==> config.mk <==
export PLATFORM = sky130hd
export DESIGN_NAME = qsim_top
export DESIGN_NICKNAME = d
export VERILOG_FILES = /design/src/hdl/cplx_pkg.sv /design/src/hdl/qsim_geom_pkg.sv /design/src/hdl/qsim_issue_if.sv /design/src/hdl/qsim_top.sv /design/src/hdl/cmac_pipe.sv /design/src/hdl/qsim_addr_gen.sv /design/src/hdl/qsim_ctrl.sv
export SDC_FILE = /design/constraint.sdc
export NUM_CORES = 2
export LEC_CHECK = 0
export BUFFER_PORTS_ARGS = -buffer_cell sky130_fd_sc_hd__buf_4
export CAP_MARGIN = 20
export CORE_ASPECT_RATIO = 1.5
export CORE_UTILIZATION = 55
export CTS_CLUSTER_SIZE = 24
export DETAILED_ROUTE_END_ITERATION = 10
export PLACE_DENSITY = 0.75
export SLEW_MARGIN = 20
export SYNTH_ARGS = -nofsm -noshare
export SYNTH_HDL_FRONTEND = slang
export SYNTH_SLANG_ARGS = --single-unit
==> constraint.sdc <==
create_clock -name clk -period 6.98 [get_ports clk]
set_input_delay 1.047 -clock clk [delete_from_list [all_inputs] [get_ports clk]]
set_output_delay 1.047 -clock clk [all_outputs]
set_load 0.05 [all_outputs]
==> src/hdl/cplx_pkg.sv <==
// amplitudes and gate elements are Q1.14 complex pairs; no saturation anywhere, sums wrap
package cplx_pkg;

  // --------------------------------------------------
  // fixed-point part format
  // --------------------------------------------------

  // one real or imaginary part
  localparam int PART_W = 16;

  // fraction bits per part, so 1.0 is 16384
  localparam int FRAC_W = 14;

  // --------------------------------------------------
  // memory word packing
  // --------------------------------------------------

  // real part in the upper half, imaginary in the lower half
  localparam int WORD_W = 2 * PART_W;

  // raw word on every SRAM data port
  typedef logic [WORD_W-1:0] word_t;

  // signed two's complement part
  typedef logic signed [PART_W-1:0] part_t;

  // member order matches the word layout
  typedef struct packed {
    part_t re;
    part_t im;
  } cplx_t;

endpackage

==> src/hdl/qsim_geom_pkg.sv <==
// sizing assumes at most 4 qubits and 15 gates per job; header word layout fixed below
package qsim_geom_pkg;

  // --------------------------------------------------
  // problem size limits
  // --------------------------------------------------

  // largest qubit count the memories are sized for
  localparam int MAX_QUBITS = 4;

  // header field widths
  localparam int QUBIT_W    = 3;
  localparam int GATE_CNT_W = 4;

  // --------------------------------------------------
  // memory address widths
  // --------------------------------------------------

  // state memories hold the header plus 2^MAX_QUBITS amplitudes
  localparam int STATE_ADDR_W = MAX_QUBITS + 1;

  // 15 gates of 16x16 elements fit below 4096
  localparam int GATE_ADDR_W = 2 * MAX_QUBITS + GATE_CNT_W;

  // --------------------------------------------------
  // header word at input address 0
  // --------------------------------------------------

  // qubit count sits in the upper half
  localparam int HDR_Q_LSB = 16;
  // gate count sits in the lower half
  localparam int HDR_M_LSB = 0;

  // address and count types
  typedef logic [STATE_ADDR_W-1:0] state_addr_t;
  typedef logic [GATE_ADDR_W-1:0]  gate_addr_t;
  typedef logic [QUBIT_W-1:0]      qubit_cnt_t;

  // also used as the running gate index
  typedef logic [GATE_CNT_W-1:0]   gate_cnt_t;

endpackage
==> src/hdl/qsim_issue_if.sv <==
// tag for one matrix element read; no back-pressure, the receiver takes every valid tag
`timescale 1ns/1ps

interface qsim_issue_if;

  // element issued this cycle
  logic valid;
  // column 0 of a row, restarts the sum
  logic first;
  // column N-1 of a row, triggers write-back
  logic last;
  // output row the element contributes to
  qsim_geom_pkg::state_addr_t row;

  // address generator side
  modport gen (output valid, output first, output last, output row);

  // arithmetic pipeline side
  modport pipe (input valid, input first, input last, input row);

endinterface

==> src/hdl/qsim_top.sv <==
// all SRAMs synchronous with one-cycle read latency; gate SRAM read-only, output SRAM write-only
`timescale 1ns/1ps

module qsim_top (
  input  logic                       clk,
  input  logic                       reset_n,
  input  logic                       dut_valid,
  output logic                       dut_ready,
  // input state SRAM, header at address 0
  output qsim_geom_pkg::state_addr_t in_rd_addr,
  input  cplx_pkg::word_t            in_rd_data,
  output logic                       in_wr_en,
  output qsim_geom_pkg::state_addr_t in_wr_addr,
  output cplx_pkg::word_t            in_wr_data,
  // scratchpad
  output qsim_geom_pkg::state_addr_t scr_rd_addr,
  input  cplx_pkg::word_t            scr_rd_data,
  output logic                       scr_wr_en,
  output qsim_geom_pkg::state_addr_t scr_wr_addr,
  output cplx_pkg::word_t            scr_wr_data,
  // output state SRAM
  output logic                       out_wr_en,
  output qsim_geom_pkg::state_addr_t out_wr_addr,
  output cplx_pkg::word_t            out_wr_data,
  // gate SRAM
  output qsim_geom_pkg::gate_addr_t  gate_rd_addr,
  input  cplx_pkg::word_t            gate_rd_data
);

  qsim_geom_pkg::qubit_cnt_t num_qubits;
  logic hdr_rd;
  logic job_start;
  logic gate_start;
  logic src_scr;
  logic gen_busy;
  logic pipe_busy;

  // element tags from generator to pipeline
  qsim_issue_if issue_bus ();

  // --------------------------------------------------
  // sequencing
  // --------------------------------------------------
  qsim_ctrl u_ctrl (
    .clk        (clk),
    .reset_n    (reset_n),
    .dut_valid  (dut_valid),
    .dut_ready  (dut_ready),
    .in_rd_data (in_rd_data),
    .gen_busy   (gen_busy),
    .pipe_busy  (pipe_busy),
    .hdr_rd     (hdr_rd),
    .num_qubits (num_qubits),
    .job_start  (job_start),
    .gate_start (gate_start),
    .src_scr    (src_scr)
  );

  // read side
  qsim_addr_gen u_addr_gen (
    .clk          (clk),
    .reset_n      (reset_n),
    .num_qubits   (num_qubits),
    .job_start    (job_start),
    .gate_start   (gate_start),
    .src_scr      (src_scr),
    .hdr_rd       (hdr_rd),
    .gen_busy     (gen_busy),
    .in_rd_addr   (in_rd_addr),
    .scr_rd_addr  (scr_rd_addr),
    .gate_rd_addr (gate_rd_addr),
    .issue        (issue_bus.gen)
  );

  // arithmetic and write side
  cmac_pipe u_cmac_pipe (
    .clk          (clk),
    .reset_n      (reset_n),
    .issue        (issue_bus.pipe),
    .src_scr      (src_scr),
    .in_rd_data   (in_rd_data),
    .scr_rd_data  (scr_rd_data),
    .gate_rd_data (gate_rd_data),
    .pipe_busy    (pipe_busy),
    .in_wr_en     (in_wr_en),
    .in_wr_addr   (in_wr_addr),
    .in_wr_data   (in_wr_data),
    .scr_wr_en    (scr_wr_en),
    .scr_wr_addr  (scr_wr_addr),
    .scr_wr_data  (scr_wr_data),
    .out_wr_en    (out_wr_en),
    .out_wr_addr  (out_wr_addr),
    .out_wr_data  (out_wr_data)
  );

endmodule

==> src/hdl/cmac_pipe.sv <==
// fixed 3-cycle tag-to-write latency; src_scr must hold until the pipe drains
`timescale 1ns/1ps

module cmac_pipe (
  input  logic                       clk,
  input  logic                       reset_n,
  qsim_issue_if.pipe                 issue,
  input  logic                       src_scr,
  input  cplx_pkg::word_t            in_rd_data,
  input  cplx_pkg::word_t            scr_rd_data,
  input  cplx_pkg::word_t            gate_rd_data,
  output logic                       pipe_busy,
  output logic                       in_wr_en,
  output qsim_geom_pkg::state_addr_t in_wr_addr,
  output cplx_pkg::word_t            in_wr_data,
  output logic                       scr_wr_en,
  output qsim_geom_pkg::state_addr_t scr_wr_addr,
  output cplx_pkg::word_t            scr_wr_data,
  output logic                       out_wr_en,
  output qsim_geom_pkg::state_addr_t out_wr_addr,
  output cplx_pkg::word_t            out_wr_data
);

  logic v1, v2, v3;
  logic first1, last1, first2, last2;
  qsim_geom_pkg::state_addr_t row1, row2;
  cplx_pkg::cplx_t amp, mat, term, acc;
  logic signed [2*cplx_pkg::PART_W-1:0] p_rr, p_ii, p_ri, p_ir;
  logic signed [2*cplx_pkg::PART_W:0] re_full, im_full;

  // --------------------------------------------------
  // tag delay, valid bits
  // --------------------------------------------------
  always_ff @(posedge clk) begin
    if (!reset_n) begin
      v1 <= 1'b0;
      v2 <= 1'b0;
      v3 <= 1'b0;
    end else begin
      v1 <= issue.valid;
      v2 <= v1;
      v3 <= v2;
    end
  end

  // tag follows the read data
  always_ff @(posedge clk) begin
    first1 <= issue.first;
    last1  <= issue.last;
    row1   <= issue.row;
    first2 <= first1;
    last2  <= last1;
    row2   <= row1;
  end

  // --------------------------------------------------
  // partial products
  // --------------------------------------------------
  assign amp = src_scr ? cplx_pkg::cplx_t'(scr_rd_data) : cplx_pkg::cplx_t'(in_rd_data);
  assign mat = cplx_pkg::cplx_t'(gate_rd_data);

  always_ff @(posedge clk) begin
    p_rr <= amp.re * mat.re;
    p_ii <= amp.im * mat.im;
    p_ri <= amp.re * mat.im;
    p_ir <= amp.im * mat.re;
  end

  // exact sum, then drop the fraction
  always_comb begin
    re_full = p_rr - p_ii;
    im_full = p_ri + p_ir;
    term.re = cplx_pkg::part_t'(re_full >>> cplx_pkg::FRAC_W);
    term.im = cplx_pkg::part_t'(im_full >>> cplx_pkg::FRAC_W);
  end

  // running row sum, wraps per part
  always_ff @(posedge clk) begin
    if (v2) begin
      acc.re <= first2 ? term.re : acc.re + term.re;
      acc.im <= first2 ? term.im : acc.im + term.im;
    end
  end

  // --------------------------------------------------
  // write-back on the last column
  // --------------------------------------------------
  always_ff @(posedge clk) begin
    if (!reset_n) begin
      in_wr_en  <= 1'b0;
      scr_wr_en <= 1'b0;
      out_wr_en <= 1'b0;
    end else begin
      out_wr_en <= v2 && last2;
      // even gates fill the scratchpad, odd gates the input SRAM
      scr_wr_en <= v2 && last2 && !src_scr;
      in_wr_en  <= v2 && last2 && src_scr;
    end
  end

  always_ff @(posedge clk) begin
    out_wr_addr <= row2;
    scr_wr_addr <= row2;
    in_wr_addr  <= row2 + 1'b1;
  end

  assign out_wr_data = cplx_pkg::word_t'(acc);
  assign scr_wr_data = cplx_pkg::word_t'(acc);
  assign in_wr_data  = cplx_pkg::word_t'(acc);
  assign pipe_busy   = v1 || v2 || v3;

endmodule

==> src/hdl/qsim_addr_gen.sv <==
// issues N*N elements back to back per gate in row-major order; num_qubits must be stable
`timescale 1ns/1ps

module qsim_addr_gen (
  input  logic                       clk,
  input  logic                       reset_n,
  input  qsim_geom_pkg::qubit_cnt_t  num_qubits,
  input  logic                       job_start,
  input  logic                       gate_start,
  input  logic                       src_scr,
  input  logic                       hdr_rd,
  output logic                       gen_busy,
  output qsim_geom_pkg::state_addr_t in_rd_addr,
  output qsim_geom_pkg::state_addr_t scr_rd_addr,
  output qsim_geom_pkg::gate_addr_t  gate_rd_addr,
  qsim_issue_if.gen                  issue
);

  qsim_geom_pkg::state_addr_t n_last;
  qsim_geom_pkg::gate_addr_t  n_sq;
  qsim_geom_pkg::state_addr_t col;
  qsim_geom_pkg::state_addr_t row;
  qsim_geom_pkg::gate_addr_t  gate_base;
  qsim_geom_pkg::gate_addr_t  row_off;
  logic                       col_wrap;
  logic                       gate_done;

  // --------------------------------------------------
  // geometry from the qubit count
  // --------------------------------------------------
  // N-1 and N*N
  assign n_last = (qsim_geom_pkg::state_addr_t'(1) << num_qubits) - 1'b1;
  assign n_sq   = qsim_geom_pkg::gate_addr_t'(1) << {num_qubits, 1'b0};

  assign col_wrap  = (col == n_last);
  assign gate_done = col_wrap && (row == n_last);

  // --------------------------------------------------
  // counters and gate base
  // --------------------------------------------------
  always_ff @(posedge clk) begin
    if (!reset_n) begin
      gen_busy  <= 1'b0;
      col       <= '0;
      row       <= '0;
      gate_base <= '0;
    end else begin
      if (job_start) begin
        gate_base <= '0;
      end else if (gen_busy && gate_done) begin
        // step to the next matrix
        gate_base <= gate_base + n_sq;
      end
      if (gate_start) begin
        gen_busy <= 1'b1;
        col      <= '0;
        row      <= '0;
      end else if (gen_busy) begin
        if (col_wrap) begin
          col <= '0;
          row <= row + 1'b1;
        end else begin
          col <= col + 1'b1;
        end
        if (gate_done) gen_busy <= 1'b0;
      end
    end
  end

  // --------------------------------------------------
  // read addresses, same cycle as the tag
  // --------------------------------------------------
  // element (row, col) of the current gate
  assign row_off      = qsim_geom_pkg::gate_addr_t'(row) << num_qubits;
  assign gate_rd_addr = gate_base + row_off + qsim_geom_pkg::gate_addr_t'(col);

  // input amplitudes start after the header word
  assign in_rd_addr  = (hdr_rd || src_scr) ? '0 : col + 1'b1;
  assign scr_rd_addr = src_scr ? col : '0;

  assign issue.valid = gen_busy;
  assign issue.first = (col == '0);
  assign issue.last  = col_wrap;
  assign issue.row   = row;

endmodule

==> src/hdl/qsim_ctrl.sv <==
// one job at a time; header Q must be 1..4 and M 1..15, other values are not checked
`timescale 1ns/1ps

module qsim_ctrl (
  input  logic                      clk,
  input  logic                      reset_n,
  input  logic                      dut_valid,
  output logic                      dut_ready,
  input  cplx_pkg::word_t           in_rd_data,
  input  logic                      gen_busy,
  input  logic                      pipe_busy,
  output logic                      hdr_rd,
  output qsim_geom_pkg::qubit_cnt_t num_qubits,
  output logic                      job_start,
  output logic                      gate_start,
  output logic                      src_scr
);

  typedef enum logic [2:0] {
    ST_IDLE,
    ST_HDR_FETCH,
    ST_HDR_CAPTURE,
    ST_RUN_GATE,
    ST_DRAIN,
    ST_NEXT_GATE
  } state_t;

  state_t                   state;
  state_t                   state_nxt;
  qsim_geom_pkg::gate_cnt_t num_gates;
  qsim_geom_pkg::gate_cnt_t gate_idx;
  logic                     last_gate;

  assign last_gate = (gate_idx == num_gates - 1'b1);

  // --------------------------------------------------
  // handshake and pulses
  // --------------------------------------------------
  assign dut_ready  = (state == ST_IDLE);
  // address 0 stays on the input SRAM while idle
  assign hdr_rd     = (state == ST_IDLE);
  assign job_start  = (state == ST_HDR_CAPTURE);
  assign gate_start = (state == ST_HDR_CAPTURE) || (state == ST_NEXT_GATE);

  // --------------------------------------------------
  // next state
  // --------------------------------------------------
  always_comb begin
    state_nxt = state;
    case (state)
      ST_IDLE:        if (dut_valid) state_nxt = ST_HDR_FETCH;
      // header word returns this cycle
      ST_HDR_FETCH:   state_nxt = ST_HDR_CAPTURE;
      ST_HDR_CAPTURE: state_nxt = ST_RUN_GATE;
      // wait for the last element to be issued
      ST_RUN_GATE:    if (!gen_busy) state_nxt = ST_DRAIN;
      // next gate reads what this one writes
      ST_DRAIN: begin
        if (!pipe_busy) state_nxt = last_gate ? ST_IDLE : ST_NEXT_GATE;
      end
      ST_NEXT_GATE:   state_nxt = ST_RUN_GATE;
      default:        state_nxt = ST_IDLE;
    endcase
  end

  // --------------------------------------------------
  // state, header fields, gate count, ping-pong
  // --------------------------------------------------
  always_ff @(posedge clk) begin
    if (!reset_n) begin
      state      <= ST_IDLE;
      num_qubits <= '0;
      num_gates  <= '0;
      gate_idx   <= '0;
      src_scr    <= 1'b0;
    end else begin
      state <= state_nxt;
      if (state == ST_HDR_FETCH) begin
        num_qubits <= in_rd_data[qsim_geom_pkg::HDR_Q_LSB +: qsim_geom_pkg::QUBIT_W];
        num_gates  <= in_rd_data[qsim_geom_pkg::HDR_M_LSB +: qsim_geom_pkg::GATE_CNT_W];
        gate_idx   <= '0;
        // gate 0 always reads the input SRAM
        src_scr    <= 1'b0;
      end else if ((state == ST_DRAIN) && !pipe_busy && !last_gate) begin
        gate_idx <= gate_idx + 1'b1;
        // odd gates read the scratchpad
        src_scr  <= ~src_scr;
      end
    end
  end

endmodule

# After elaboration in Yosys (flattened, before gate mapping)
# Cells that the tools add are included.
# classes
bitwise	2
add_sub_neg	13
reduce_logical	22
n_shift	3
n_mul	4
n_mux	14
n_eq_ne	11
# op_table
operator	n
16-bit by 16-bit multiplier with 30-bit output	4
16-bit adder	2
16-bit 2-to-1 mux	2
32-bit 2-to-1 mux	1
30-bit adder	1
30-bit subtractor	1
12-bit adder	2
5-bit by 1-bit adder with 5-bit output, second input constant	3
5-bit 2-to-1 mux	3
3-bit case mux with 5 select lines	1
12-bit by 5-bit adder with 12-bit output	1
3-bit 2-to-1 mux	4
1-bit by 4-bit left shift with 12-bit output, first input constant	1
5-bit by 3-bit left shift with 12-bit output	1
5-bit equality test	2
2-bit OR reduction	4
1-bit logical AND	7
3-bit by 2-bit equality test with 1-bit output, second input constant	2
3-bit equality test, second input constant	2
2-bit != test, second input constant	3
5-bit logical NOT	1
1-bit by 3-bit left shift with 5-bit output, first input constant	1
5-bit by 1-bit subtractor with 5-bit output, second input constant	1
4-bit by 1-bit adder with 4-bit output, second input constant	1
other kinds (10)	18
# totals
register_bits	220
word_cells	98
out_inout_bits	137

# Longest topological paths before layout
# logic_depth
word_depth	7
ltp_mapped	28
mapped_depth_nobuf	24

# Modules after synthesis
# From an unflattened synthesis, not the netlist that was laid out.
# unflattened
cells_unflattened	5455
hier_area_um2	49979.2
# by_module_without_submodules
mod	area_each_um2	cells_per_inst	n_inst	seq_area_each_um2
cmac_pipe	46413.3	5020	1	3963.8
qsim_addr_gen	2650.0	323	1	460.4
qsim_ctrl	915.9	112	1	300.3

# Worst setup path before layout
# OpenSTA, ideal clock, no wires.
# synth_timing
path_type	reg2reg
startpoint	reg u_ctrl.src_scr
endpoint	reg u_cmac_pipe.p_ir[28] in the netlist's numbering
setup_time_ns	0.123
period_less_slack_ns	7.262
stages_incl_launch_ff	27
required_time_ns	6.857
arrival_time_ns	7.138
slack_ns	-0.282
path_buffers	4
cell_sequence	dfxtp_1 -> clkbuf_1 -> clkbuf_1 -> clkbuf_1 -> mux2_2 -> clkbuf_1 -> and2_1 -> fa_1 -> inv_1 -> fa_1 -> fa_1 -> inv_1 -> fa_1 -> fa_1 -> inv_1 -> fa_1 -> inv_1 -> ha_1 -> a21o_1 -> a2111oi_0 -> o22ai_1 -> o31ai_1 -> a21oi_1 -> o21a_1 -> o21ai_0 -> a21oi_1 -> xor2_1
# synth_via
elab_chain_len	2
# synth_lines
element	line	rtl
from (decl)	qsim_ctrl.sv:16	output logic src_scr
from (signal assigned)	qsim_ctrl.sv:87	src_scr <= ~src_scr;
32-bit 2-to-1 mux	cmac_pipe.sv:59	assign amp = src_scr ? cplx_pkg::cplx_t'(scr_rd_data) : cplx_pkg::cplx_t'(in_rd_data);
16-bit by 16-bit multiplier with 30-bit output	cmac_pipe.sv:66	p_ir <= amp.im * mat.re;
to (signal assigned)	cmac_pipe.sv:66	
to (decl)	cmac_pipe.sv:28	logic signed [2*cplx_pkg::PART_W-1:0] p_rr, p_ii, p_ri, p_ir;
# No other way between the ends.
# A chain may end at the register's enable or synchronous reset.

# Worst setup path after layout
# layout_timing
startpoint	reg u_ctrl.src_scr
endpoint	reg u_cmac_pipe.p_ii[29] in the netlist's numbering
# layout_via
elab_chain_len	2
# layout_lines
element	line	rtl
32-bit 2-to-1 mux	cmac_pipe.sv:59	
16-bit by 16-bit multiplier with 30-bit output	cmac_pipe.sv:64	p_ii <= amp.im * mat.im;
to (signal assigned)	cmac_pipe.sv:64	
to (decl)	cmac_pipe.sv:28	
# No other way between the ends.

==> out/metrics.yaml <==
synth_fp_nets: 6925
cp.arrival_ps: 7230
initial_core_util_pct: 55.8
fin_skew_ps: 17.6
synth_top_area_share_pct: 40.8
antenna_found_initial: 2
ys.flop_type: "dfxtp_1"
synth-seq-cells: 220
end_kind: "flip-flop"
hold_viol_final: 0
critical_path.top_delay_family: "adder cells"
synth_seq_area_share_pct: 9.62
crit_slowest_cell: "fa_1"
required_ps: 7500
cts.reportedPaths.clkPinSlew_ps: 70
grt_max_degree: 36
preCtsSetupSlack_ps: -313
placed_area_um2: 53700
rr_startpoint: "u_ctrl.src_scr"
grt_pass1_vias: 40800
synthTopCellsByCount: "inv_1 (1176), fa_1 (1000), nand2_1 (582), and2_1 (509), ha_1 (431)"
async_reset_ff_share_pct: 0
synth_edf_count: 32
hp-start: "u_cmac_pipe.row1[2]"
coreArea_um2: 88000
synth_area_um2: 49100
grt_util_all_layers_pct: 30.4
yosysUniqueCellTypes: 76
die_w_um: 246
nFillCells: 7350
drcViolationCount: 0
die-area_um2: 90500
tightest_slew_ps: 946
cts_tree: "built"
root_buffer: "clkbuf_16"
startpoint: "u_ctrl.src_scr"
nets: 7216
fin_crit_ps: 6710
cts_max_level: 1
ant_nets: 0
routed_wl_um: 130000
vias_per_cell: 5.43
synth.most_common_cell: "inv_1"
drive_gt1_share_pct: 12.0
setup.worst_path.class: "reg2reg"
syn_inst: 5395
finalSetupViolCount: 0
cts.sinks: 220
yosys.area.top_type: "fa_1"
io_buffer_count: 235
yosys_warnings: 0
gr-total-overflow: 0
clk_latency_ps: 600
crit_path_start_kind: "flip-flop"
wl_per_cell_um: 19.0
cp.depth: 25
num_rows: 133
drt_iter0_drc: 2166
report.final.slew_viol_count: 0
max_freq_ghz: 0.149
outcome: "finished clean"
syn_to_final_growth_pct: 11.1
hpwlAfterDp_um: 109000
max_cap_violations: 0
grt_pass1_wl_um: 212000
max_stage_delay_ps: 540
die_h_um: 368
ys_top_cells_by_area: "fa_1 (41%), ha_1 (11%), inv_1 (9.0%)"
path_buf_inv: 7
io_pins: 236
num_vias: 37200
finalCritPeriodShare_pct: 96.2
clk_path_buf_depth: 3
drtPass1Iterations: 6
hp-class: "reg2reg"
crit_top_cell: "fa_1"
cts_buffers: 25
globalplace.congestion: 0.950
cp_max_fo: 16
slew_headroom_pct: 36.5
setup_ws_ps: 267
layout.cell_area.non_filler_um2: 54600
whs_path_depth: 0
avgSynthCellArea_um2: 9.11
ff2ff_path_depth: 25
==> worst paths after layout <==
path | to | slack [ps]
setup reg to reg | u_cmac_pipe.p_ii[29] | 270
hold reg to reg | u_cmac_pipe.row2[2] | 330
setup / recovery | u_cmac_pipe.p_ii[29] | 270
hold / removal | u_cmac_pipe.row2[2] | 330
==> cell type report <==
class | count | area [um2] | area share, %
multi-input cells | 3703 | 38700 | 70.9
flip-flops and latches | 220 | 4730 | 8.66
repair buffers | 558 | 4500 | 8.25
inverters | 1178 | 4420 | 8.10
well taps | 1147 | 1440 | 2.63
clock buffers | 30 | 654 | 1.20
clock inverters | 16 | 128 | 0.234
diodes | 2 | 5.00 | 0.00917
==> flip-flops by register name, indices dropped and copies added (netlist names), 3 cells and up <==
| register | cells |
|---|---|
| u_ctrl.gate_idx | 4 |
| u_cmac_pipe.p_ri | 30 |
| u_ctrl.state | 3 |
| u_cmac_pipe.scr_wr_addr | 5 |
| u_addr_gen.col | 5 |
| u_addr_gen.gate_base | 12 |
| u_cmac_pipe.p_rr | 30 |
| u_cmac_pipe.row2 | 5 |
| u_cmac_pipe.in_wr_data | 32 |
| u_ctrl.num_qubits | 3 |
| u_ctrl.num_gates | 4 |
| u_cmac_pipe.p_ir | 30 |
| u_cmac_pipe.in_wr_addr | 5 |
| u_cmac_pipe.row1 | 5 |
| u_addr_gen.issue.row | 5 |
| u_cmac_pipe.p_ii | 30 |
==> layer usage <==
| metal | up-vias | wire length [um] | global-route usage [%] |
|---|---|---|---|
| met5 | - | 0 | 0 |
| met4 | 0 | 13500 | 26.2 |
| met3 | 412 | 7930 | 3.71 |
| met2 | 1370 | 62900 | 50.9 |
| met1 | 18700 | 45500 | 34.2 |
| li1 | 16800 | - | - |
==> cells in the final DEF (no fill, tap or decap), types with 32 or more instances in the layout <==
cell,instances
ha_1,431
nor3_1,37
buf_4,532
xor2_1,70
nor2_1,183
dfxtp_1,186
nand2_1,582
a21oi_1,156
o21a_1,34
a21o_1,53
and2_1,509
mux2_2,35
inv_1,1176
fa_1,998
nand3_1,35
edfxtp_1,32
o21ai_0,101
xnor2_1,173
==> cell families (layout without fill, tap and decap cells) <==
family,Yosys count,in the layout,share of synthesized area [%]
flip-flops,220,220,9.62
AND/OR/NAND/NOR,1472,1472,14.7
adder cells (fa/ha/maj),1431,1431,51.7
multiplexers,63,63,1.40
buffers and inverters,1472,1782,11.8
other,0,2,0
AO/OA/AOI/OAI,494,494,6.40
XOR/XNOR,243,243,4.33
==> per-stage QoR <==
stage                     std cells  TNS, ps  hold WS (ps)  utilization (%)
final                          6854        0           325             62.0
after global routing           6853    -44.5           338             62.0
after CTS                      6847        0           327             61.8
after detailed placement       6801    -3670           313             61.0
after global placement         6801    -2090           310             61.0
after floorplan                5395        0           310                -
==> timing repair <==
action / 4_1_cts / 5_1_grt
endpoints found under the setup margin: 0 / 28
hold buffers: 0 / 0
buffers inserted: 0 / 4
gates resized for setup: 0 / 28
==> worst register-to-register path, delay by kind of cell (launching register included) <==
kind                       cells  cell delay (ps)
DFF                            1              390
and+or+nand+nor                2              270
buffers and inverters          7              740
AOI/OAI and AO/OA              7             1480
adders and majority gates      7             3220
muxes                          1              400
xor gates and xnor gates       1              130
Power is not shown: default switching activity piles up to over one toggle a cycle in this logic, so the estimate is an artifact.
